### src/source/cop_pkg.sv
package cop_pkg;

    typedef logic [31:0] word_t;          // Operand and writeback data
    typedef logic [3:0]  byte_en_t;       // Writeback byte enable
    typedef logic [4:0]  reg_idx_t;       // Destination register index
    typedef logic [3:0]  cop_class_t;
    typedef logic [4:0]  cop_subclass_t;
    typedef logic [2:0]  aes_op_t;        // Decoded AES operation

    // Instruction class and AES subclass encodings
    localparam cop_class_t    CLASS_AES         = 4'b1000;

    localparam cop_subclass_t SCLASS_SUB_ENC    = 5'b00001;
    localparam cop_subclass_t SCLASS_SUB_ENCROT = 5'b00010;
    localparam cop_subclass_t SCLASS_SUB_DEC    = 5'b00011;
    localparam cop_subclass_t SCLASS_SUB_DECROT = 5'b00100;
    localparam cop_subclass_t SCLASS_MIX_ENC    = 5'b00101;
    localparam cop_subclass_t SCLASS_MIX_DEC    = 5'b00110;

    // Operation codes carried from decode to execute
    localparam aes_op_t OP_NONE       = 3'd0;
    localparam aes_op_t OP_SUB_ENC    = 3'd1;
    localparam aes_op_t OP_SUB_ENCROT = 3'd2;
    localparam aes_op_t OP_SUB_DEC    = 3'd3;
    localparam aes_op_t OP_SUB_DECROT = 3'd4;
    localparam aes_op_t OP_MIX_ENC    = 3'd5;
    localparam aes_op_t OP_MIX_DEC    = 3'd6;

    typedef struct packed {
        cop_class_t    op_class;     // [31:28]
        cop_subclass_t op_subclass;  // [27:23]
        logic [10:0]   spare;        // [22:12]
        reg_idx_t      rd;           // [11:7]
        logic [6:0]    opcode;       // [6:0]
    } cop_instr_t;

    typedef struct packed {
        logic     valid;
        aes_op_t  op;
        reg_idx_t rd;
        word_t    rs1;
        word_t    rs2;
    } aes_req_t;

    typedef struct packed {
        logic     valid;
        reg_idx_t rd;
        byte_en_t ben;
        word_t    wdata;
    } aes_rsp_t;

endpackage

### src/source/cop_result.sv
`timescale 1ns/10ps

module cop_result (
    input  logic              g_clk,
    input  logic              rst_n,
    input  cop_pkg::aes_rsp_t rsp,
    output logic              idone,
    output cop_pkg::reg_idx_t rd_idx,
    output cop_pkg::byte_en_t rd_ben,
    output cop_pkg::word_t    rd_wdata
);
    import cop_pkg::*;

    always_ff @(posedge g_clk) begin
        rd_idx   <= rsp.rd;
        rd_wdata <= rsp.wdata;
        if (!rst_n) begin
            idone  <= 1'b0;
            rd_ben <= '0;
        end else begin
            idone  <= rsp.valid;
            rd_ben <= rsp.valid ? rsp.ben : byte_en_t'(0);  // No stale enable
        end
    end

    // Writeback enable only alongside the done pulse
    assert property (@(posedge g_clk) disable iff (!rst_n)
        (rd_ben != '0) |-> idone)
        else $error("cop_result: rd_ben %h without idone", rd_ben);

endmodule

### config.mk
export PLATFORM = sky130hd
export DESIGN_NAME = cop_result
export DESIGN_NICKNAME = d
export VERILOG_FILES = /design/src/source/cop_pkg.sv /design/src/source/cop_result.sv
export SDC_FILE = /design/constraint.sdc
export NUM_CORES = 1
export LEC_CHECK = 0
export BUFFER_PORTS_ARGS = -buffer_cell sky130_fd_sc_hd__buf_2
export CORE_MARGIN = 10
export CORE_UTILIZATION = 33
export CTS_BUF_LIST = sky130_fd_sc_hd__clkbuf_16
export CTS_CLUSTER_DIAMETER = 60
export DETAILED_ROUTE_END_ITERATION = 6
export PLACE_DENSITY = 0.74
export SYNTH_ARGS = -nofsm -noshare
export SYNTH_HDL_FRONTEND = slang
export SYNTH_SLANG_ARGS = --single-unit
### constraint.sdc
create_clock -name g_clk -period 0.8 [get_ports g_clk]
set_input_delay 0.16 -clock g_clk [delete_from_list [all_inputs] [get_ports g_clk]]
set_output_delay 0.16 -clock g_clk [all_outputs]
set_load 0.01 [all_outputs]
## Word-level counts from Yosys, hierarchy flattened

Cells that the tools add are included.

- Register bits after elaboration: 42
- Output and inout bits: 42
- Word-level logic and storage cells: 5

- Reduce and logical (&&, ||, !) cells: 1

Operator list:

| cell | number |
|---|---|
| AND reduction 2 bit | 1 |

## Logic depth before layout (Yosys ltp)

- Depth after elaboration: 1
- Mapped depth: 1
- Gate-level depth less buffers: 1

## Least setup slack after synthesis

Ideal clock, no wire load.

- Kind: register to output
- Start point: reg idone
- End point: out idone
- Stages on the path, launching flop included: 1
- Data arrival time: 331 ps
- Data required time: 640 ps
- Setup slack: 309 ps
- Path buffers: 0
- Cells stage by stage: dfxtp_1

RTL lines:

| element | line | RTL |
|---|---|---|
| from (decl) | cop_result.sv:7 | `output logic idone,` |
| from (signal assigned) | cop_result.sv:21 | `idone <= rsp.valid;` |

No word-level cell between the ends.

## Final worst setup path

- Start point: reg rd_wdata[3]
- End point: out rd_wdata[3]

RTL lines:

| element | line | RTL |
|---|---|---|
| from (decl) | cop_result.sv:10 | `output cop_pkg::word_t rd_wdata` |
| from (signal assigned) | cop_result.sv:16 | `rd_wdata <= rsp.wdata;` |

No word-level cell between the ends.

==> impl_metrics.yaml <==
clock_network:
  clock_path_buffers: 2
  cts_root_buf: "clkbuf_16"
  cts_max_level: 2
  numCtsBuffers: 5
  clock-sinks: 42
  cts_tree: "built"
  clk_pin_slew_ns: 0.06
yosys:
  yosysSeqAreaShare: 0.9628
  ys_top_cells_by_area: "dfxtp_1 (96%), and3_1 (2.9%), and2_2 (0.86%)"
  netlist_area_um2: 873.3
  synth_most_common_cell: "dfxtp_1"
  synthCells: 47
  synthArstFlopShare: 0
  yosys_warnings: 0
  synth_top_area_cell: "dfxtp_1"
  syn-num-nets: 91
  ys_top_cells_by_count: "dfxtp_1 (42), and3_1 (4), and2_2 (1)"
  synth-edff-count: 0
  ys_types: 3
  syn_avg_cell_area_um2: 18.58
  netlist.area_leader.share: 0.9628
  synth_seq_cells: 42
  synthFlopType: "dfxtp_1"
timing:
  finalCritPeriodShare: 1.106
  max_freq_mhz: 1130
  maxSlewHeadroom: 0.9340
  period_minus_slack_ns: 0.8848
  grt_setup_unrepaired: "yes"
  hold_viol: 0
  tightestPinTransition_ns: 0.09874
  hold_ws_ns: 0.01218
  setup_tns_ns: -2.221
  setup_slack_ns: -0.08482
  slew_violations: 0
  setup_viol: 42
global_routing:
  grt_pass1_wl_um: 5099
  gr-total-overflow: 0
  grt_max_degree: 13
  grt_util_all_layers: 0.1295
  antenna_found_initial: 0
  grt_pass1_vias: 1005
setup_path:
  worst-path-max-fanout: 1
  cp-startpoint: "rd_wdata[3]$_DFF_P_"
  cp-endpoint: "rd_wdata[3]"
  timing.critical_path.buf_inv: 1
  cp_slowest_cell: "dfxtp_2"
  start_kind: "register"
  worstPathCellList: "buf_6"
  worstSetupEndpointType: "output pin"
  criticalPathCategory: "register to output pin"
  cp_num_cells: 1
  cpPeakStageDelay_ns: 0.34
  critPathRequiredTime_ns: 0.64
  path_delay_family: "flip-flops"
  cp.arrival_ns: 0.72
route:
  routed_wl_um: 3689
  vias: 842
  wl_per_cell_um: 18.00
  detailedRoute.firstPassIterationCount: 3
  drc: 0
  avgViaCountPerCell: 4.107
  drt-initial-drc-count: 22
  ant_nets: 0
die:
  core-area_um2: 2500
  die_height_um: 71.45
  die_w_um: 71.45
  start_util: 0.3493
  io_pins: 86
  core.rowCount: 18
  fp.dieArea_um2: 5104
power_and_ir_drop:
  ir_drop_v: 0.002382
  p_leak_nw: 0.9986
  pwr_density_cell_nw_per_um2: 2383
outcome:
  status: "finished, violations left"
  violations: "negative setup slack"
place:
  post-place-ws_ns: 0.2154
  placedCellCount: 162
  port_buffers: 85
  gp_congestion: 0.6688
  hpwl_um: 2129
final_layout:
  multi_input_area_um2: 32.53
  ff_latch_area_um2: 873.3
  drive_above_1_share: 0.6743
  finalNonFillerCells: 205
  fin_nets: 219
  final.fill_count: 129
  area_growth_pct: 134.8
  antenna_cells: 0
run:
  maxCapViolations: 0
worst_hold_path:
  min_path_type: "input port to register"
## worst min path at each step
stage | end | start | slack [ns] | cells past startpoint
floorplan | rd_idx[0]$_DFF_P_ | rsp[36] | 0.19 | 0
global placement | rd_wdata[18]$_DFF_P_ | rsp[18] | 0.26 | 1
detailed placement | rd_wdata[2]$_DFF_P_ | rsp[2] | 0.26 | 1
CTS | rd_wdata[0]$_DFF_P_ | rsp[0] | 0.0007 | 1
global route | rd_wdata[0]$_DFF_P_ | rsp[0] | 0.0009 | 1
finish | rd_wdata[0]$_DFF_P_ | rsp[0] | 0.01 | 1
## per-layer routing
metal	GRT usage	part of all wire
met1	0.1048	0.30
met4	0.04731	0.0060
met5	0	0
met2	0.2343	0.55
met3	0.09504	0.15
## report_power, final
group	switching [W]	leakage (nW)	total [W]	internal, W
clock network	0.000678	0.0773	0.00212	0.00144
registers	0.0000427	0.355	0.00226	0.00222
logic	0.000172	0.566	0.000510	0.000338
total	0.000892	0.999	0.00489	0.00400
## final cells by class
cell class / instances / area share
well taps: 30 / 0.01830
multi-input cells: 5 / 0.01586
clock buffers: 5 / 0.06101
clock inverters: 2 / 0.01647
flip-flops and latches: 42 / 0.4259
repair buffers: 121 / 0.4625
## logic make-up after synthesis
| logic type | after synthesis | synth area share |
|---|---|---|
| flops | 42 | 0.9628 |
| simple gates | 5 | 0.03725 |
## placed cells by master, fill, tap and decap left out, drive strengths merged
| cell | count |
|---|---|
| and2 | 1 |
| clkbuf | 5 |
| clkinv | 1 |
| buf | 85 |
| and3 | 4 |
| bufinv | 1 |
| dfxtp | 42 |
| dlygate4sd3 | 36 |
## stage by stage
stage            util  total power, W  instance area, um2
2_1_floorplan       -        0.002342               873.3
3_3_place_gp   0.5345        0.002547                1336
3_5_place_dp   0.5345        0.002557                1336
4_1_cts        0.7422        0.004802                1856
5_1_grt        0.8203        0.005075                2051
6_report       0.8203        0.004888                2051
## timing repair
item                                    CTS  global route
hold endpoints to repair                 36             0
hold buffers                             36             0
gates resized for setup                   0            53
buffers inserted                          0             0
endpoints found under the setup margin   42            42
## flip-flops by register name, summed over array words and instances, names as in the netlist
register  cells
rd_ben        4
rd_wdata     32
rd_idx        5
idone         1
(Power assumes the default switching activity.)
