### src/source/cop_pkg.sv
package cop_pkg;

    typedef logic [31:0] word_t;          // Operand and writeback data
    typedef logic [3:0]  byte_en_t;       // Writeback byte enable
    typedef logic [4:0]  reg_idx_t;       // Destination register index
    typedef logic [3:0]  cop_class_t;
    typedef logic [4:0]  cop_subclass_t;
    typedef logic [2:0]  aes_op_t;        // Decoded AES operation

    // Instruction class and AES subclass encodings
    localparam cop_class_t    CLASS_AES         = 4'b1000;

    localparam cop_subclass_t SCLASS_SUB_ENC    = 5'b00001;
    localparam cop_subclass_t SCLASS_SUB_ENCROT = 5'b00010;
    localparam cop_subclass_t SCLASS_SUB_DEC    = 5'b00011;
    localparam cop_subclass_t SCLASS_SUB_DECROT = 5'b00100;
    localparam cop_subclass_t SCLASS_MIX_ENC    = 5'b00101;
    localparam cop_subclass_t SCLASS_MIX_DEC    = 5'b00110;

    // Operation codes carried from decode to execute
    localparam aes_op_t OP_NONE       = 3'd0;
    localparam aes_op_t OP_SUB_ENC    = 3'd1;
    localparam aes_op_t OP_SUB_ENCROT = 3'd2;
    localparam aes_op_t OP_SUB_DEC    = 3'd3;
    localparam aes_op_t OP_SUB_DECROT = 3'd4;
    localparam aes_op_t OP_MIX_ENC    = 3'd5;
    localparam aes_op_t OP_MIX_DEC    = 3'd6;

    typedef struct packed {
        cop_class_t    op_class;     // [31:28]
        cop_subclass_t op_subclass;  // [27:23]
        logic [10:0]   spare;        // [22:12]
        reg_idx_t      rd;           // [11:7]
        logic [6:0]    opcode;       // [6:0]
    } cop_instr_t;

    typedef struct packed {
        logic     valid;
        aes_op_t  op;
        reg_idx_t rd;
        word_t    rs1;
        word_t    rs2;
    } aes_req_t;

    typedef struct packed {
        logic     valid;
        reg_idx_t rd;
        byte_en_t ben;
        word_t    wdata;
    } aes_rsp_t;

endpackage

### src/source/aes_sbox.sv
`timescale 1ns/10ps

module aes_sbox (
    input  logic [7:0] in,
    input  logic       inv,
    output logic [7:0] out
);

    logic [7:0] field_in;  // Value handed to the inversion
    logic [7:0] recip;

    // GF(2^8) multiply, reduced by x^8 + x^4 + x^3 + x + 1
    function automatic logic [7:0] gf_mul(input logic [7:0] a, input logic [7:0] b);
        logic [7:0] p;
        logic [7:0] t;
        p = 8'h00;
        t = a;
        for (int i = 0; i < 8; i++) begin
            if (b[i]) begin
                p = p ^ t;
            end
            t = {t[6:0], 1'b0} ^ (t[7] ? 8'h1b : 8'h00);
        end
        return p;
    endfunction

    function automatic logic [7:0] rotl(input logic [7:0] x, input int unsigned n);
        return (x << n) | (x >> (8 - n));
    endfunction

    // a^254 by an addition chain, zero stays zero
    function automatic logic [7:0] gf_inv(input logic [7:0] a);
        logic [7:0] a2;
        logic [7:0] a3;
        logic [7:0] a6;
        logic [7:0] a12;
        logic [7:0] a15;
        logic [7:0] a30;
        logic [7:0] a60;
        logic [7:0] a120;
        logic [7:0] a240;
        a2   = gf_mul(a, a);
        a3   = gf_mul(a2, a);
        a6   = gf_mul(a3, a3);
        a12  = gf_mul(a6, a6);
        a15  = gf_mul(a12, a3);
        a30  = gf_mul(a15, a15);
        a60  = gf_mul(a30, a30);
        a120 = gf_mul(a60, a60);
        a240 = gf_mul(a120, a120);
        return gf_mul(gf_mul(a240, a12), a2);  // 240 + 12 + 2
    endfunction

    function automatic logic [7:0] affine_fwd(input logic [7:0] x);
        return x ^ rotl(x, 1) ^ rotl(x, 2) ^ rotl(x, 3) ^ rotl(x, 4) ^ 8'h63;
    endfunction

    function automatic logic [7:0] affine_inv(input logic [7:0] x);
        return rotl(x, 1) ^ rotl(x, 3) ^ rotl(x, 6) ^ 8'h05;
    endfunction

    // Inverse direction undoes the affine map before inverting
    assign field_in = inv ? affine_inv(in) : in;
    assign recip    = gf_inv(field_in);
    assign out      = inv ? recip : affine_fwd(recip);

endmodule

### src/source/aes_unit.sv
`timescale 1ns/10ps

module aes_unit (
    input  cop_pkg::aes_req_t req,
    output cop_pkg::aes_rsp_t rsp
);
    import cop_pkg::*;

    logic  is_sub;
    logic  is_mix;
    logic  dec_mode;  // Inverse S-box or InvMixColumns
    logic  rotate;

    word_t sbox_in;
    word_t sbox_out;
    word_t sub_word;
    word_t mix_col;   // Row 0 in the low byte
    word_t mix_word;
    logic [15:0] mix_coef;

    assign is_sub   = (req.op == OP_SUB_ENC) || (req.op == OP_SUB_ENCROT) ||
                      (req.op == OP_SUB_DEC) || (req.op == OP_SUB_DECROT);
    assign is_mix   = (req.op == OP_MIX_ENC) || (req.op == OP_MIX_DEC);
    assign dec_mode = (req.op == OP_SUB_DEC) || (req.op == OP_SUB_DECROT) ||
                      (req.op == OP_MIX_DEC);
    assign rotate   = (req.op == OP_SUB_ENCROT) || (req.op == OP_SUB_DECROT);

    // Bytes alternate between the two sources, idle when not a sub op
    assign sbox_in = {32{is_sub}} &
                     {req.rs2[31:24], req.rs1[23:16], req.rs2[15:8], req.rs1[7:0]};

    aes_sbox sbox_0 (.in(sbox_in[7:0]),   .inv(dec_mode), .out(sbox_out[7:0]));
    aes_sbox sbox_1 (.in(sbox_in[15:8]),  .inv(dec_mode), .out(sbox_out[15:8]));
    aes_sbox sbox_2 (.in(sbox_in[23:16]), .inv(dec_mode), .out(sbox_out[23:16]));
    aes_sbox sbox_3 (.in(sbox_in[31:24]), .inv(dec_mode), .out(sbox_out[31:24]));

    assign sub_word = rotate ? {sbox_out[23:0], sbox_out[31:24]} : sbox_out;

    function automatic logic [7:0] xtime(input logic [7:0] b);
        return {b[6:0], 1'b0} ^ (b[7] ? 8'h1b : 8'h00);
    endfunction

    // Multiply by a 4-bit constant using repeated xtime
    function automatic logic [7:0] gmul(input logic [7:0] b, input logic [3:0] c);
        logic [7:0] x2;
        logic [7:0] x4;
        logic [7:0] x8;
        x2 = xtime(b);
        x4 = xtime(x2);
        x8 = xtime(x4);
        return ({8{c[0]}} & b) ^ ({8{c[1]}} & x2) ^ ({8{c[2]}} & x4) ^ ({8{c[3]}} & x8);
    endfunction

    assign mix_col  = {req.rs2[31:24], req.rs2[23:16], req.rs1[15:8], req.rs1[7:0]};
    assign mix_coef = dec_mode ? 16'h9dbe : 16'h1132;  // First matrix row, k0 lowest

    // Each row is the first row rotated right by its index
    always_comb begin : mix_calc
        logic [7:0] acc;
        mix_word = '0;
        for (int r = 0; r < 4; r++) begin
            acc = 8'h00;
            for (int j = 0; j < 4; j++) begin
                acc = acc ^ gmul(mix_col[8*j +: 8], mix_coef[4*((j - r) & 3) +: 4]);
            end
            mix_word[8*r +: 8] = acc;
        end
    end

    always_comb begin
        rsp.valid = req.valid;
        rsp.rd    = req.rd;
        rsp.ben   = (req.op != OP_NONE) ? 4'hf : 4'h0;
        if (is_sub) begin
            rsp.wdata = sub_word;
        end else if (is_mix) begin
            rsp.wdata = mix_word;
        end else begin
            rsp.wdata = '0;
        end
    end

    // Whole-word writes only
    always_comb begin
        if (rsp.valid) begin
            assert (rsp.ben == 4'h0 || rsp.ben == 4'hf)
                else $error("aes_unit: partial byte enable %h", rsp.ben);
        end
    end

endmodule

### config.mk
export PLATFORM = sky130hd
export DESIGN_NAME = aes_unit
export DESIGN_NICKNAME = d
export VERILOG_FILES = /design/src/source/cop_pkg.sv /design/src/source/aes_sbox.sv /design/src/source/aes_unit.sv
export SDC_FILE = /design/constraint.sdc
export NUM_CORES = 2
export LEC_CHECK = 0
export BUFFER_PORTS_ARGS = -buffer_cell sky130_fd_sc_hd__buf_2
export CAP_MARGIN = 10
export CORE_ASPECT_RATIO = 0.8
export CORE_MARGIN = 2
export CORE_UTILIZATION = 45
export DETAILED_ROUTE_END_ITERATION = 12
export PLACE_DENSITY_LB_ADDON = 0.15
export SLEW_MARGIN = 20
export SYNTH_ARGS = -nofsm -noshare
export SYNTH_HDL_FRONTEND = slang
export SYNTH_SLANG_ARGS = --single-unit
### constraint.sdc
create_clock -name vclk -period 26.9
set_input_delay 2.69 -clock vclk [all_inputs]
set_output_delay 2.69 -clock vclk [all_outputs]
set_load 0.01 [all_outputs]
# Yosys cells after proc, flatten, opt, wreduce, memory -nomap -nowiden
# Index checks and enable logic that the tools add are counted.
dict set report totals {
  regBits 0
  output_inout_bits 42
  word_cells 1512
}
dict set report classes {
  eq_ne 6
  n_mux 685
  bitwise_logic 813
  n_reduce_logical 8
}
# cell count
set op_table {}
lappend op_table {{$xor A8 B8 Y8} 700}
lappend op_table {{$mux W8} 360}
lappend op_table {{$mux W5} 320}
lappend op_table {{$and A8 B8 Y8} 64}
lappend op_table {{$mux W32} 3}
lappend op_table {{$xor A8 B5 Y8} 12}
lappend op_table {{$or A8 B1 Y8} 8}
lappend op_table {{$or A8 B3 Y8} 8}
lappend op_table {{$and A32 B32 Y32} 1}
lappend op_table {{$or A8 B2 Y8} 4}
lappend op_table {{$or A8 B4 Y8} 4}
lappend op_table {{$or A8 B6 Y8} 4}
lappend op_table {{$mux W16} 1}
lappend op_table {{$not A4 Y4} 4}
lappend op_table {{$eq A3 B3 Y1 const B} 3}
lappend op_table {{$not A2 Y2} 4}
lappend op_table {{$logic_or A1 B1 Y1} 7}
lappend op_table {{$eq A3 B2 Y1 const B} 2}
lappend op_table {{$mux W4} 1}
lappend op_table {{$eq A3 B1 Y1 const B} 1}
lappend op_table {{$reduce_bool A3 Y1} 1}

# Longest topological paths before layout
dict set report logic_depth {
  word_depth 195
  mapped_depth 89
  mapped_depth_nobuf 74
}

# By module
# A second synthesis with hierarchy kept.
dict set report hier_totals {
  hier_cells 6443
  hier_area_um2 53181.0
}
# module instances cells_each area_each_um2 seq_area_each_um2
set by_module_without_submodules {}
lappend by_module_without_submodules {aes_sbox 4 1509 12453.2 0.0}
lappend by_module_without_submodules {aes_unit 1 407 3368.2 0.0}

# Least setup slack after synthesis
# Ideal clock, no wire load.
dict set report synth_timing {
  path_kind {input to output}
  start {input req[69] (netlist bit)}
  end {output rsp[24] (netlist bit)}
  arrival_ps 22403
  t_required_ps 24210
  setup_slack_ps 1807
  path_stages 83
  n_path_buf 15
  cell_sequence {buf_4 or3b_1 buf_6 buf_6 a21boi_1 a21oi_1 inv_2 clkbuf_1 ha_1 or3_1 and2_1 xnor2_1 a21oi_1 xor2_1 buf_4 nor2_1 o32ai_1 xnor2_1 [... 47 more ...] buf_1 nand2_1 xnor2_1 xnor3_1 xnor3_1 xor2_4 xnor3_1 xor2_2 nor2_1 xor2_1 xnor3_1 xnor2_2 xor3_2 xnor2_1 nor2_1 mux2i_1 nor2_1 or4_1}
}
# item line
set synth_lines {}
lappend synth_lines {{start, declared} aes_unit.sv:4} ;# input cop_pkg::aes_req_t req,
lappend synth_lines {{end, declared} aes_unit.sv:5} ;# output cop_pkg::aes_rsp_t rsp

==> results.json <==
{
  "outcome": "complete, no violations",
  "layout_common_cells": "1,221 x sky130_fd_sc_hd__xnor2_1, 875 x sky130_fd_sc_hd__nor2_1, 619 x sky130_fd_sc_hd__nand2_1",
  "most_common_library_cell_in_the_layout_ignoring_fill_and_taps": "sky130_fd_sc_hd__xnor2_1",
  "hold_class": "in -> out",
  "die_area_um2": 116000,
  "cp_data_arrival_time_ns": 23.09,
  "synth.top_cell.area_share_pct": 21.8,
  "grt_start_max_net_pins": 51,
  "mappedNetlistArea_um2": 50900,
  "global_route_wire_length_before_repair_mm": 250,
  "final.setup.tns_ns": 0,
  "die-height_um": 305,
  "worst_pin_slew_ns": 1.12,
  "crit_top_cell": "sky130_fd_sc_hd__xnor2_1",
  "min_period_ns": 25.78,
  "clock.fmax_mhz": 38.8,
  "worstSetupStartpointType": "input pin",
  "critical_path.max_fanout": 18,
  "global_route.usage.total_pct": 26.2,
  "final_layout_size_suffix_gt1_share_pct": 13.8,
  "ys.warnings.count": 0,
  "critical-path-slowest-cell": "sky130_fd_sc_hd__xnor3_1",
  "sequential_cell_area_um2": 0,
  "gp_congestion": 0.946,
  "io-pin-count": 115,
  "max_slew_margin_pct": 24.6,
  "route.detailed.wl_per_inst_um": 19.9,
  "cp.required_ns": 24.21,
  "seq_cell_count": 0,
  "core_region_area_um2": 112000,
  "critPathMaxStageDelay_ns": 0.61,
  "finalHoldViolCount": 0,
  "overflow": 0,
  "routed_via_density": 5.85,
  "critical_path_class": "in -> out",
  "syn-instance-count": 6504,
  "cap_violations": 0,
  "initial_core_util_pct": 45.3,
  "first_global_vias": 42400,
  "syn_nets": 6605,
  "finalWirelength_mm": 159,
  "via_count": 46700,
  "grt_antenna_before_repair": 23,
  "placementRows": 110,
  "avgSynthCellArea_um2": 7.83,
  "detailed_routing_iteration_count_for_the_pre_antenna_repair_pass": 8,
  "finish.net_count": 6562,
  "finalSetupViolCount": 0,
  "synth_area_leaders": "sky130_fd_sc_hd__xnor2_1 22%, sky130_fd_sc_hd__xnor3_1 14%, sky130_fd_sc_hd__nor2_1 6.5%",
  "layout.clock_buffers": 0,
  "timing.final.crit_share_pct": 95.8,
  "post_synthesis_sequential_area_ratio_pct": 0,
  "detailedPlacementHpwl_mm": 122,
  "synth.distinct_cells": 138,
  "route.antenna.remaining_nets": 0,
  "synth.largest_area_cell": "sky130_fd_sc_hd__xnor2_1",
  "io_buffers": 87,
  "die_w_um": 380,
  "detail_route.drc_violations": 0,
  "syn_to_final_growth_pct": 6.93,
  "drt_first_iter_violations": 4877,
  "cp-end-kind": "output pin",
  "timing_max_transition_violations_final": 0
}
-- what timing repair did --
item,4_1_cts,5_1_grt
endpoints found under the setup margin,10,32
buffers inserted,0,38
gates resized for setup,3,114
hold buffers,0,0
pin swaps,1,14
-- final cells by class --
| class | instances | area, um^2 |
|---|---|---|
| inverter | 108 | 415 |
| tap | 1512 | 1890 |
| fill | 11100 | 58000 |
| multi-input combinational | 5957 | 49300 |
| antenna | 11 | 27.5 |
| timing repair buffer | 394 | 2820 |
-- per-stage QoR --
stage	cell area, um^2	hold slack [ns]	util [%]	worst slack [ns]	std cells
floorplan	50900	5.47	-	1.81	6504
global placement	53300	5.38	47.4	0.0412	7933
detailed placement	53300	5.38	47.4	-0.337	7933
CTS	53400	5.38	47.5	0.0146	7933
global route	54500	5.38	48.4	-0.0986	7979
finish	54500	5.38	48.4	1.12	7982
-- path summary, 6_finish.rpt --
path | startpoint | end | slack [ns] | cells past startpoint
worst max-delay path | req[69] | rsp[24] | 1.12 | 71
worst min-delay path | req[67] | rsp[39] | 5.38 | 0
-- synthesized netlist by cell type (all sizes together) (15+ instances only) --
master,n
xor2,418
or3,31
buf,198
o21a,18
o22ai,70
o311ai,27
nor4,31
mux2,38
clkbuf,241
and3,55
nor3b,22
mux2i,180
a21oi,282
o211a,15
xnor2,1405
a221oi,22
a21o,35
nand3,153
xor3,51
or2,32
o211ai,69
a22oi,52
a211oi,80
ha,28
inv,97
a311oi,18
o21ai,236
nor3,145
a21boi,20
nor2,881
a31oi,64
xnor3,353
and2,50
o32ai,19
nand2b,42
nand2,624
nor2b,54
o31ai,19
o221ai,43
nand4,22
-- worst max-delay path: cells and delay by family --
family | cells | cell delay [ns]
compound gates | 10 | 2.59
buf+inv | 8 | 1.76
simple gates | 12 | 2.59
fa+ha+maj | 3 | 1.00
xor+xnor | 34 | 11.12
mux | 4 | 1.24
-- logic make-up after synthesis --
| group | Yosys count | share of synthesized area, % |
|---|---|---|
| xor+xnor | 2227 | 52.7 |
| simple gates | 2208 | 19.5 |
| compound gates | 1268 | 17.6 |
| buf+inv | 547 | 4.85 |
| mux | 218 | 4.43 |
| fa+ha+maj | 36 | 0.845 |
-- metal layers --
| metal | share of wire, % | track usage [%] | routed length, um | up-vias |
|---|---|---|---|---|
| li1 | - | - | - | 22600 |
| met4 | 0.94 | 2.90 | 1490 | 4 |
| met5 | 0.016 | 0 | 25 | - |
| met2 | 40 | 36.0 | 62700 | 1732 |
| met1 | 50 | 42.6 | 80000 | 22300 |
| met3 | 9.0 | 4.35 | 14300 | 90 |
Power is left out: the tool's default activity adds up to more than one toggle a clock period on the data nets, which glitch-free logic cannot reach.
