===== config.mk =====
export PLATFORM = sky130hd
export DESIGN_NAME = cop_decode
export DESIGN_NICKNAME = d
export VERILOG_FILES = /design/src/source/cop_pkg.sv /design/src/source/cop_decode.sv
export SDC_FILE = /design/constraint.sdc
export NUM_CORES = 1
export LEC_CHECK = 0
export BUFFER_PORTS_ARGS = -buffer_cell sky130_fd_sc_hd__buf_2
export CORE_MARGIN = 5
export CORE_UTILIZATION = 32
export DETAILED_ROUTE_END_ITERATION = 16
export GPL_ROUTABILITY_DRIVEN = 0
export GPL_TIMING_DRIVEN = 0
export PLACE_DENSITY = 0.81
export SLEW_MARGIN = 10
export SYNTH_ARGS = -nofsm -noshare
export SYNTH_HDL_FRONTEND = slang
export SYNTH_SLANG_ARGS = --single-unit

===== constraint.sdc =====
create_clock -name g_clk -period 1.4 [get_ports g_clk]
set_clock_uncertainty 0.1 [all_clocks]
set_input_delay 0.21 -clock g_clk [delete_from_list [all_inputs] [get_ports g_clk]]
set_output_delay 0.21 -clock g_clk [all_outputs]
set_load 0.005 [all_outputs]

===== src/source/cop_pkg.sv =====
package cop_pkg;

    typedef logic [31:0] word_t;          // Operand and writeback data
    typedef logic [3:0]  byte_en_t;       // Writeback byte enable
    typedef logic [4:0]  reg_idx_t;       // Destination register index
    typedef logic [3:0]  cop_class_t;
    typedef logic [4:0]  cop_subclass_t;
    typedef logic [2:0]  aes_op_t;        // Decoded AES operation

    // Instruction class and AES subclass encodings
    localparam cop_class_t    CLASS_AES         = 4'b1000;

    localparam cop_subclass_t SCLASS_SUB_ENC    = 5'b00001;
    localparam cop_subclass_t SCLASS_SUB_ENCROT = 5'b00010;
    localparam cop_subclass_t SCLASS_SUB_DEC    = 5'b00011;
    localparam cop_subclass_t SCLASS_SUB_DECROT = 5'b00100;
    localparam cop_subclass_t SCLASS_MIX_ENC    = 5'b00101;
    localparam cop_subclass_t SCLASS_MIX_DEC    = 5'b00110;

    // Operation codes carried from decode to execute
    localparam aes_op_t OP_NONE       = 3'd0;
    localparam aes_op_t OP_SUB_ENC    = 3'd1;
    localparam aes_op_t OP_SUB_ENCROT = 3'd2;
    localparam aes_op_t OP_SUB_DEC    = 3'd3;
    localparam aes_op_t OP_SUB_DECROT = 3'd4;
    localparam aes_op_t OP_MIX_ENC    = 3'd5;
    localparam aes_op_t OP_MIX_DEC    = 3'd6;

    typedef struct packed {
        cop_class_t    op_class;     // [31:28]
        cop_subclass_t op_subclass;  // [27:23]
        logic [10:0]   spare;        // [22:12]
        reg_idx_t      rd;           // [11:7]
        logic [6:0]    opcode;       // [6:0]
    } cop_instr_t;

    typedef struct packed {
        logic     valid;
        aes_op_t  op;
        reg_idx_t rd;
        word_t    rs1;
        word_t    rs2;
    } aes_req_t;

    typedef struct packed {
        logic     valid;
        reg_idx_t rd;
        byte_en_t ben;
        word_t    wdata;
    } aes_rsp_t;

endpackage


===== src/source/cop_decode.sv =====
`timescale 1ns/10ps

module cop_decode (
    input  logic                g_clk,
    input  logic                rst_n,
    input  logic                ivalid,
    input  cop_pkg::cop_instr_t instr,
    input  cop_pkg::word_t      rs1,
    input  cop_pkg::word_t      rs2,
    output cop_pkg::aes_req_t   req
);
    import cop_pkg::*;

    aes_op_t op_d;  // Operation decoded from the current word

    always_comb begin
        op_d = OP_NONE;
        if (instr.op_class == CLASS_AES) begin
            case (instr.op_subclass)
                SCLASS_SUB_ENC:    op_d = OP_SUB_ENC;
                SCLASS_SUB_ENCROT: op_d = OP_SUB_ENCROT;
                SCLASS_SUB_DEC:    op_d = OP_SUB_DEC;
                SCLASS_SUB_DECROT: op_d = OP_SUB_DECROT;
                SCLASS_MIX_ENC:    op_d = OP_MIX_ENC;
                SCLASS_MIX_DEC:    op_d = OP_MIX_DEC;
                default:           op_d = OP_NONE;  // Unused AES subclass
            endcase
        end
    end

    // Payload follows the valid bit into execute
    always_ff @(posedge g_clk) begin
        req.op  <= op_d;
        req.rd  <= instr.rd;
        req.rs1 <= rs1;
        req.rs2 <= rs2;
        if (!rst_n) begin
            req.valid <= 1'b0;
        end else begin
            req.valid <= ivalid;
        end
    end

    // One request per strobe, one cycle later
    assert property (@(posedge g_clk) disable iff (!rst_n)
        $past(rst_n) |-> (req.valid == $past(ivalid)))
        else $error("cop_decode: req.valid does not follow ivalid");

endmodule


Word level (Yosys, flattened, before mapping)
Index checks and enable logic that the tools add are counted.
{"block": "word_totals", "regBits": 73, "latchBits": 0, "ram_bits": 0, "romBits": 0, "in_bits": 99, "output_inout_bits": 73, "word_cells": 13, "mem_count": 0}
{"block": "op_classes", "n_addsub": 0, "n_mul": 0, "n_div": 0, "n_lt_le_gt_ge": 0, "n_eq_ne": 7, "shifts": 0, "muxes": 1, "bitwise_logic": 0, "reduce_logical": 0}
{"op": "3-bit case mux with 6 select lines", "n": 1}
{"op": "5-bit by 3-bit == test with 1-bit output (second input constant)", "n": 3}
{"op": "5-bit by 2-bit == test with 1-bit output (second input constant)", "n": 2}
{"op": "5-bit by 1-bit == test with 1-bit output (second input constant)", "n": 1}
{"op": "4-bit == test (second input constant)", "n": 1}

Logic depth before layout (Yosys ltp)
Gate-level depths: netlist of the first run.
{"block": "depth", "word_depth": 2, "depth_mapped": 2, "depth_no_buf": 2}

Worst setup path after synthesis of the first run
No wires, ideal clock.
{"block": "synth_path", "path_type": "input-to-reg", "start": "input instr[26] (netlist name)", "end": "register req[70] (netlist name)", "setup_time_ns": 0.112, "t_arrival_ns": 1.025, "t_required_ns": 1.188, "path_slack_ns": 0.163, "cell_stages": 2, "n_path_buf": 0, "cell_sequence": "or4_4 > a2111oi_1"}
{"block": "synth_via", "elab_chain_cells": 2, "word_cells_on_any_way": 7, "classes_between": "eq/ne (6); mux (1)"}
{"element": "start: declaration", "line": "cop_decode.sv:7", "text": "input cop_pkg::cop_instr_t instr,"}
{"element": "5-bit by 3-bit == test with 1-bit output (tied with other cells)", "line": "cop_decode.sv:19", "text": "case (instr.op_subclass)"}
{"element": "3-bit case mux with 6 select lines *", "line": "cop_decode.sv:19"}
{"element": "end: declaration", "line": "cop_decode.sv:10", "text": "output cop_pkg::aes_req_t req"}
Every way passes the cells marked *; elsewhere a longest branch is shown, timed or not.
A chain may end at the register's enable or synchronous reset.

Final worst setup path of the first run
{"block": "layout_path", "start": "input instr[23] (netlist name)", "end": "register req[69] (netlist name)"}
Same word-level chain as after synthesis.

==> results of run 1 <==
cell families after synthesis:
group,Yosys count,share of synthesized area
flops,73,0.955
simple gates,3,0.0155
compound gates,3,0.0221
buf+inv,3,0.00736
per-layer routing:
metal | wire, microns | up-vias | global-route usage | part of all wire
met4 | 169 | 0 | 0.110 | 0.031
met5 | 0 | - | 0 | 0
li1 | - | 736 | - | -
met2 | 3170 | 86 | 0.362 | 0.59
met3 | 456 | 17 | 0.0578 | 0.085
met1 | 1590 | 696 | 0.152 | 0.30
worst paths after layout:
check	startpoint	endpoint	slack, ns	cells after the start
setup / recovery	instr[23]	req[69]	0.18	4
hold / removal	instr[30]	req[71]	0.06	3
repair_timing:
| action | in CTS | in global routing |
|---|---|---|
| endpoints found under the setup margin | 0 | 1 |
| endpoints found under the hold margin | 72 | 1 |
| hold buffers | 74 | 1 |
power groups by stage:
stage | logic, mW | clock network, mW | registers (mW)
after floorplan | 0.00671 | 0 | 2.27
after global placement | 0.233 | 0 | 2.25
after detailed placement | 0.242 | 0 | 2.26
after CTS | 0.402 | 1.59 | 2.21
after global routing | 0.443 | 1.72 | 2.22
final | 0.407 | 1.56 | 2.21
cell type report:
cell class / count / area [sq um]
clock inverter: 3 / 40.0
inverter: 3 / 11.3
clock buffer: 13 / 149
multi-input combinational: 6 / 57.6
timing repair buffer: 227 / 1510
sequential: 73 / 1460
fill: 343 / 1400
tap: 54 / 67.6
cell usage after synthesis, drive strengths merged:
cell type	instances	area, sq um
nand2b	1	6.26
or4	1	11.3
and2	1	6.26
a2111oi	3	33.8
inv	3	11.3
dfxtp	73	1460
critical path, cell delays in order:
cell,delay (ns)
dlygate4sd3_1,0.54
buf_2,0.14
inv_1,0.04
a2111oi_0,0.39
==> flow_metrics.env, run 1 <==
export IMPL_status="finished clean"
export IMPL_cts_tree="yes"
export IMPL_power_density_nw_per_um2=1270
export IMPL_vias=1535
export IMPL_arrival_ns=1.32
export IMPL_drive_gt1_frac=0.517
export IMPL_ys_types=8
export IMPL_drc=0
export IMPL_drtAntennaViolNets=0
export IMPL_mostFrequentLayoutCells="153 x buf_2, 74 x dlygate4sd3_1, 73 x dfxtp_1"
export IMPL_post_drt_via_cell_ratio=4.05
export IMPL_crit_type="input pin to flip-flop"
export IMPL_syn_instance_count=82
export IMPL_internal_power_mw=3.34
export IMPL_power_mw=4.17
export IMPL_grt_max_degree=12
export IMPL_stdcell_count=379
export IMPL_hold_violations=0
export IMPL_clockRootBuffer="clkbuf_8"
export IMPL_syn_num_nets=181
export IMPL_area_growth_pct=115
export IMPL_layout_min_cycle_time_ns=1.22
export IMPL_htreeDepth=3
export IMPL_syn_area_per_cell_sq_um=18.7
export IMPL_setup_viol=0
export IMPL_grt_usage=0.182
export IMPL_syn_cell_area_sq_um=1530
export IMPL_layout_setup_ws_ns=0.176
export IMPL_max_slew_margin=0.741
export IMPL_max_freq_ghz=0.817
export IMPL_worst_slew_pin_slew_ns=0.379
export IMPL_hp_class="input pin to flip-flop"
export IMPL_reg_top3="req: 73 flops"
export IMPL_clockBufferDepth=2
export IMPL_die_y_microns=79.2
export IMPL_start_util=0.326
export IMPL_n_antenna_cell=0
export IMPL_core_sq_um=4690
export IMPL_ios=172
export IMPL_seqPwrFrac=0.529
export IMPL_swShare=0.201
export IMPL_worst_path_max_fanout=3
export IMPL_clk_pin_slew_worst_paths_ns=0.06
export IMPL_switchingPower_uw=840
export IMPL_final_common_cell="buf_2"
export IMPL_ys_seq_area_frac=0.955
export IMPL_required_ns=1.50
export IMPL_synth_warnings=0
export IMPL_preCtsSetupSlack_ns=-0.0431
export IMPL_dpl_cell_count=289
export IMPL_cts_resized_gates=0
export IMPL_die_area_sq_um=6260
export IMPL_setup_worst_path_start_class="input pin"
export IMPL_dr_pass1_iters=4
export IMPL_ir_worst_vdd_uv=837
export IMPL_wl_per_cell_microns=14.2
export IMPL_grt_overflow=0
export IMPL_grt_pass1_vias=1749
export IMPL_final_area_sq_um=3290
export IMPL_clock_sinks=73
export IMPL_p_comb_frac=0.097
export IMPL_chipWidth_microns=79.2
export IMPL_numCtsBuffers=9
export IMPL_io_buffers=153
export IMPL_top_register="req"
export IMPL_grt_pass1_wl_microns=8360
export IMPL_rsz0062_at_grt="no"
export IMPL_tns_ns=0
export IMPL_clockPowerShare=0.373
export IMPL_drt_total_wl_microns=5390
export IMPL_placed_area_sq_um=2360
export IMPL_drt_initial_drc_count=30
export IMPL_rows=25
export IMPL_num_nets_final=419
export IMPL_ys_ff_latch=73
export IMPL_postCtsSetupBuffers=0
export IMPL_post_route_period_util=0.874
export IMPL_crit_path_end_kind="flip-flop"
export IMPL_drv_slew=0
export IMPL_fin_util=0.702
export IMPL_largest_reg_flops=73
export IMPL_drv_cap=0
export IMPL_dp_hpwl_microns=3340
export IMPL_leakage_nw=1.65
export IMPL_antenna_found_initial=0
export IMPL_fin_hold_ws_ns=0.0574
Power figures use the tool's default switching activity.
==> inputs of run 2 (changes only) <==
HOLD_SLACK_MARGIN = 0.15   (was default)
PLACE_DENSITY = 0.88   (was 0.81)
==> flow_metrics.env, run 2 (same netlist as run 1, synthesis figures left out) <==
export IMPL_power_mw=4.78
export IMPL_max_slew_margin=0.767
export IMPL_cpPeakStageDelay_ns=0.54
export IMPL_worst_path_max_fanout=3
export IMPL_ir_worst_vdd_uv=1200
export IMPL_numCtsBuffers=9
export IMPL_critical_path_buf_inv_count=2
export IMPL_vias=1496
export IMPL_grt_pass1_vias=1689
export IMPL_hold_violations=0
export IMPL_max_freq_ghz=0.845
export IMPL_hold_depth=3
export IMPL_start_util=0.326
export IMPL_cts_resized_gates=0
export IMPL_fillers=306
export IMPL_leakage_nw=1.70
export IMPL_post_route_period_util=0.845
export IMPL_drv_cap=0
export IMPL_final_common_cell="buf_2"
export IMPL_grt_pass1_wl_microns=7980
export IMPL_power_density_nw_per_um2=1410
export IMPL_grt_max_degree=13
export IMPL_largest_reg_flops=73
export IMPL_dr_pass1_iters=2
export IMPL_ios=172
export IMPL_cts_tree="yes"
export IMPL_rows=25
export IMPL_arrival_ns=1.28
export IMPL_clock_sinks=73
export IMPL_stdcell_count=379
export IMPL_crit_type="input pin to flip-flop"
export IMPL_status="finished clean"
export IMPL_num_nets_final=419
export IMPL_antenna_found_initial=0
export IMPL_die_y_microns=79.2
export IMPL_io_buffers=153
export IMPL_grtUsageMet1=0.157
export IMPL_core_sq_um=4690
export IMPL_drt_initial_drc_count=23
export IMPL_area_growth_pct=121
export IMPL_drtAntennaViolNets=0
export IMPL_dp_hpwl_microns=3360
export IMPL_drc=0
export IMPL_wl_per_cell_microns=13.9
export IMPL_hp_start="instr[30]"
export IMPL_grt_usage=0.173
export IMPL_setup_worst_path_start_class="input pin"
export IMPL_final_area_sq_um=3380
export IMPL_required_ns=1.50
export IMPL_hp_class="input pin to flip-flop"
export IMPL_crit_path_end_kind="flip-flop"
export IMPL_top_register="req"
export IMPL_rsz0062_at_grt="no"
export IMPL_placed_area_sq_um=2360
export IMPL_grt_busiest_layer="met2"
export IMPL_met3_usage=0.0680
export IMPL_path_delay_family="buffers and inverters"
export IMPL_die_area_sq_um=6260
export IMPL_worstHoldEndpoint="req[71]"
export IMPL_drive_gt1_frac=0.526
export IMPL_grt_overflow=0
export IMPL_dpl_cell_count=289
export IMPL_drt_total_wl_microns=5270
export IMPL_cpMaxStageDelayCell="dlygate4sd3_1"
export IMPL_clk_pin_slew_worst_paths_ns=0.07
export IMPL_tns_ns=0
export IMPL_reg_top3="req: 73 flops"
export IMPL_post_drt_via_cell_ratio=3.95
export IMPL_chipWidth_microns=79.2
export IMPL_mostFrequentLayoutCells="153 x buf_2, 74 x dlygate4sd3_1, 73 x dfxtp_1"
export IMPL_path_cells="dlygate4sd3_1 -> buf_2 -> a2111oi_0"
export IMPL_drv_slew=0
export IMPL_cp_startpoint="instr[24]"
export IMPL_n_antenna_cell=0
export IMPL_clockRootBuffer="clkbuf_8"
export IMPL_htreeDepth=3
export IMPL_layout_min_cycle_time_ns=1.18
export IMPL_worst_slew_pin_slew_ns=0.341
export IMPL_clockBufferDepth=2
export IMPL_setup_viol=0
export IMPL_grt_util_met2=0.332
run 2: changes by cell type in the layout (fill, tap and decap cells not counted):
cell	delta
bufinv_16	+3
clkbuf_1	-3
clkbuf_8	+1
clkinv_2	-1
run 2: worst min-delay path: cells and delay by family:
kind,cells,cell delay (ns)
buffers and inverters,1,0.08
AND/OR/NAND/NOR,1,0.12
AO/OA/AOI/OAI,1,0.04
run 2: power by group:
group          total, mW  switching (mW)  internal (mW)
logic              0.408           0.126          0.283
registers           2.21          0.0245           2.18
clock network       2.16           0.704           1.46
total               4.78           0.854           3.93
run 2: layer usage:
layer  routed length [microns]  up-vias
met5                         0        -
met4                        91        0
met3                       540        8
met2                      2860       93
met1                      1780      661
li1                          -      734
run 2: worst max-delay path by stage:
stage	to	cells past startpoint
floorplan	req[70]	2
global placement	req[69]	3
detailed placement	req[70]	3
CTS	req[72]	4
global route	req[70]	3
finish	req[69]	3
run 2: layout make-up:
| class | instances | area (sq um) | area share |
|---|---|---|---|
| clock buffers | 11 | 151 | 0.0448 |
| clock inverters | 5 | 125 | 0.0370 |
| inverters | 3 | 11.3 | 0.00333 |
| multi-input cells | 6 | 57.6 | 0.0170 |
| flip-flops and latches | 73 | 1460 | 0.432 |
| well taps | 54 | 67.6 | 0.0200 |
| repair buffers | 227 | 1510 | 0.446 |
run 2: repair_timing:
action | CTS | global route
hold buffers | 74 | 1
endpoints found under the setup margin | 0 | 1
buffers inserted | 0 | 0
hold endpoints to repair | 73 | 4
run 2: per-stage QoR:
step	utilization	hold WS, ns	setup WS (ns)
detailed placement	0.504	0.214	-0.0817
global placement	0.504	0.212	-0.0160
finish	0.721	0.0792	0.217
CTS	0.721	0.0482	0.0304
floorplan	-	0.138	0.163
global route	0.721	0.0614	0.205
==> inputs of run 3 (changes only) <==
ABC_AREA = 1   (was default)
CORE_UTILIZATION = 29   (was 32)
PLACE_DENSITY = 0.84   (was 0.88)
clock period = 1 ns   (was 1.4 ns; I/O delays follow)
==> flow_metrics.env, run 3 <==
export IMPL_status="finished, violations left"
export IMPL_ys_ff_latch=73
export IMPL_core_sq_um=5140
export IMPL_crit_path_end_kind="primary output"
export IMPL_ir_worst_vdd_uv=1230
export IMPL_post_route_period_util=1.02
export IMPL_crit_cells=1
export IMPL_grt_overflow=0
export IMPL_drv_cap=0
export IMPL_power_density_nw_per_um2=1690
export IMPL_synth_top_cells_by_count="73 x dfxtp_1, 5 x nand2_1, 4 x nor2_1"
export IMPL_worst_path_max_fanout=1
export IMPL_switchingPower_mw=1.18
export IMPL_mostFrequentLayoutCells="126 x buf_2, 80 x dlygate4sd3_1, 37 x dfxtp_1"
export IMPL_hold_depth=2
export IMPL_hp_class="input pin to flip-flop"
export IMPL_num_nets_final=432
export IMPL_clockBufferDepth=2
export IMPL_cts_tree="yes"
export IMPL_synth_top_area_cell="dfxtp_1"
export IMPL_syn_num_nets=188
export IMPL_max_slew_margin=0.931
export IMPL_swShare=0.195
export IMPL_setup_viol=18
export IMPL_hold_violations=0
export IMPL_synth_area_leaders="dfxtp_1 95%, nand2_1 1.2%, nand3_1 0.98%"
export IMPL_ys_types=7
export IMPL_rows=26
export IMPL_ys_seq_area_frac=0.952
export IMPL_drc=0
export IMPL_fin_hold_ws_ns=0.351
export IMPL_antenna_found_initial=0
export IMPL_dr_pass1_iters=3
export IMPL_seq_area_sq_um=1510
export IMPL_layout_setup_ws_ns=-0.0217
export IMPL_worstHoldEndpoint="req[30]"
export IMPL_cpPeakStageDelay_ns=0.34
export IMPL_clockPowerShare=0.379
export IMPL_chipWidth_microns=82.8
export IMPL_synth_warnings=0
export IMPL_grt_usage=0.164
export IMPL_htreeDepth=3
export IMPL_wl_per_cell_microns=14.2
export IMPL_postCtsSetupBuffers=0
export IMPL_clk_pin_slew_worst_paths_ns=0.07
export IMPL_drt_initial_drc_count=11
export IMPL_vias=1582
export IMPL_max_freq_ghz=0.979
export IMPL_setup_worst_path_start_class="flip-flop"
export IMPL_synth_most_common_cell="dfxtp_1"
export IMPL_grt_pass1_vias=1693
export IMPL_start_util=0.299
export IMPL_syn_area_per_cell_sq_um=17.2
export IMPL_numCtsBuffers=9
export IMPL_ios=172
export IMPL_hp_start="rs2[30]"
export IMPL_arrival_ns=0.77
export IMPL_area_growth_pct=135
export IMPL_clockRootBuffer="clkbuf_8"
export IMPL_dpl_cell_count=312
export IMPL_path_cells="buf_6"
export IMPL_dp_hpwl_microns=3380
export IMPL_die_y_microns=82.8
export IMPL_leakage_nw=1.75
export IMPL_stdcell_count=408
export IMPL_syn_instance_count=89
export IMPL_p_comb_frac=0.108
export IMPL_synth_edf_count=0
export IMPL_required_ns=0.75
export IMPL_rsz0062_at_grt="yes"
export IMPL_n_antenna_cell=0
export IMPL_internal_power_mw=4.90
export IMPL_syn_cell_area_sq_um=1540
export IMPL_drv_slew=0
export IMPL_cpMaxStageDelayCell="dfxtp_2"
export IMPL_top_register="req"
export IMPL_drt_total_wl_microns=5780
export IMPL_grt_max_degree=12
export IMPL_post_drt_via_cell_ratio=3.88
export IMPL_clock_sinks=73
export IMPL_crit_type="flip-flop to primary output"
export IMPL_final_common_cell="buf_2"
export IMPL_critical_path_buf_inv_count=1
export IMPL_violations="setup timing"
export IMPL_die_area_sq_um=6850
export IMPL_drtAntennaViolNets=0
export IMPL_seqPwrFrac=0.513
export IMPL_synthFlopType="dfxtp_1"
export IMPL_yosys_area_top_type_share=0.952
export IMPL_fillers=376
export IMPL_path_delay_family="flip-flops"
export IMPL_reg_top3="req: 73 flops"
export IMPL_drive_gt1_frac=0.607
export IMPL_worst_slew_pin_slew_ns=0.104
export IMPL_largest_reg_flops=73
export IMPL_io_buffers=153
export IMPL_layout_min_cycle_time_ns=1.02
export IMPL_grt_pass1_wl_microns=7940
export IMPL_ys_async_sr_fraction=0
export IMPL_multi_input_area_sq_um=66.3
-- run 3: cell count changes in the layout (fill, tap and decap cells not counted), moves of 4 or more --
cell / delta
buf_6: +27
dlygate4sd3_1: +6
nand2_1: +5
dfxtp_2: +36
nor2_1: +4
buf_2: -27
dfxtp_1: -36
-- run 3: kinds of logic after synthesis --
kind of cell / synth area share
flip-flops: 0.952
buffers and inverters: 0.00489
AND/OR/NAND/NOR: 0.0432
-- run 3: worst max-delay path by stage --
stage	startpoint	endpoint	slack [ns]
CTS	req[30]	req[30]	-0.04
floorplan	instr[29]	req[69]	0.45
global route	req[35]	req[35]	-0.07
detailed placement	instr[29]	req[71]	0.30
finish	req[59]	req[59]	-0.02
global placement	instr[29]	req[69]	0.31
-- run 3: layout make-up --
cell class	count	area share
clock buffer	14	0.0478
clock inverter	2	0.00970
inverter	2	0.00208
multi-input combinational	14	0.0184
sequential	73	0.417
tap	70	0.0243
timing repair buffer	233	0.481
-- run 3: per-stage QoR --
| step | total power, mW | TNS (ns) | utilization | setup WS (ns) | instance area [sq um] |
|---|---|---|---|---|---|
| floorplan | 3.20 | 0 | - | 0.447 | 1540 |
| global placement | 3.49 | 0 | 0.465 | 0.312 | 2390 |
| detailed placement | 3.50 | 0 | 0.465 | 0.301 | 2390 |
| CTS | 6.06 | -0.965 | 0.663 | -0.0393 | 3410 |
| global route | 6.38 | -2.94 | 0.703 | -0.0710 | 3610 |
| finish | 6.09 | -0.0885 | 0.703 | -0.0217 | 3610 |
-- run 3: power by group through the flow --
stage	clock [mW]	combinational, mW	sequential (mW)
4_1_cts	2.37	0.592	3.09
3_3_place_gp	0	0.337	3.15
6_report	2.30	0.660	3.12
5_1_grt	2.53	0.716	3.14
3_5_place_dp	0	0.346	3.16
2_1_floorplan	0	0.0136	3.18
-- run 3: timing repair --
| item | 4_1_cts | 5_1_grt |
|---|---|---|
| resized for setup | 6 | 57 |
| cloned | 0 | 0 |
| setup endpoints to repair | 68 | 73 |
| hold endpoints to repair | 73 | 0 |
| hold buffers | 80 | 0 |
-- run 3: per-layer routing --
| layer | up-vias | GRT usage | wire (microns) |
|---|---|---|---|
| met5 | - | 0 | 0 |
| met1 | 703 | 0.139 | 1690 |
| met3 | 20 | 0.0683 | 693 |
| met2 | 98 | 0.317 | 3200 |
| li1 | 761 | - | - |
| met4 | 0 | 0.0899 | 186 |
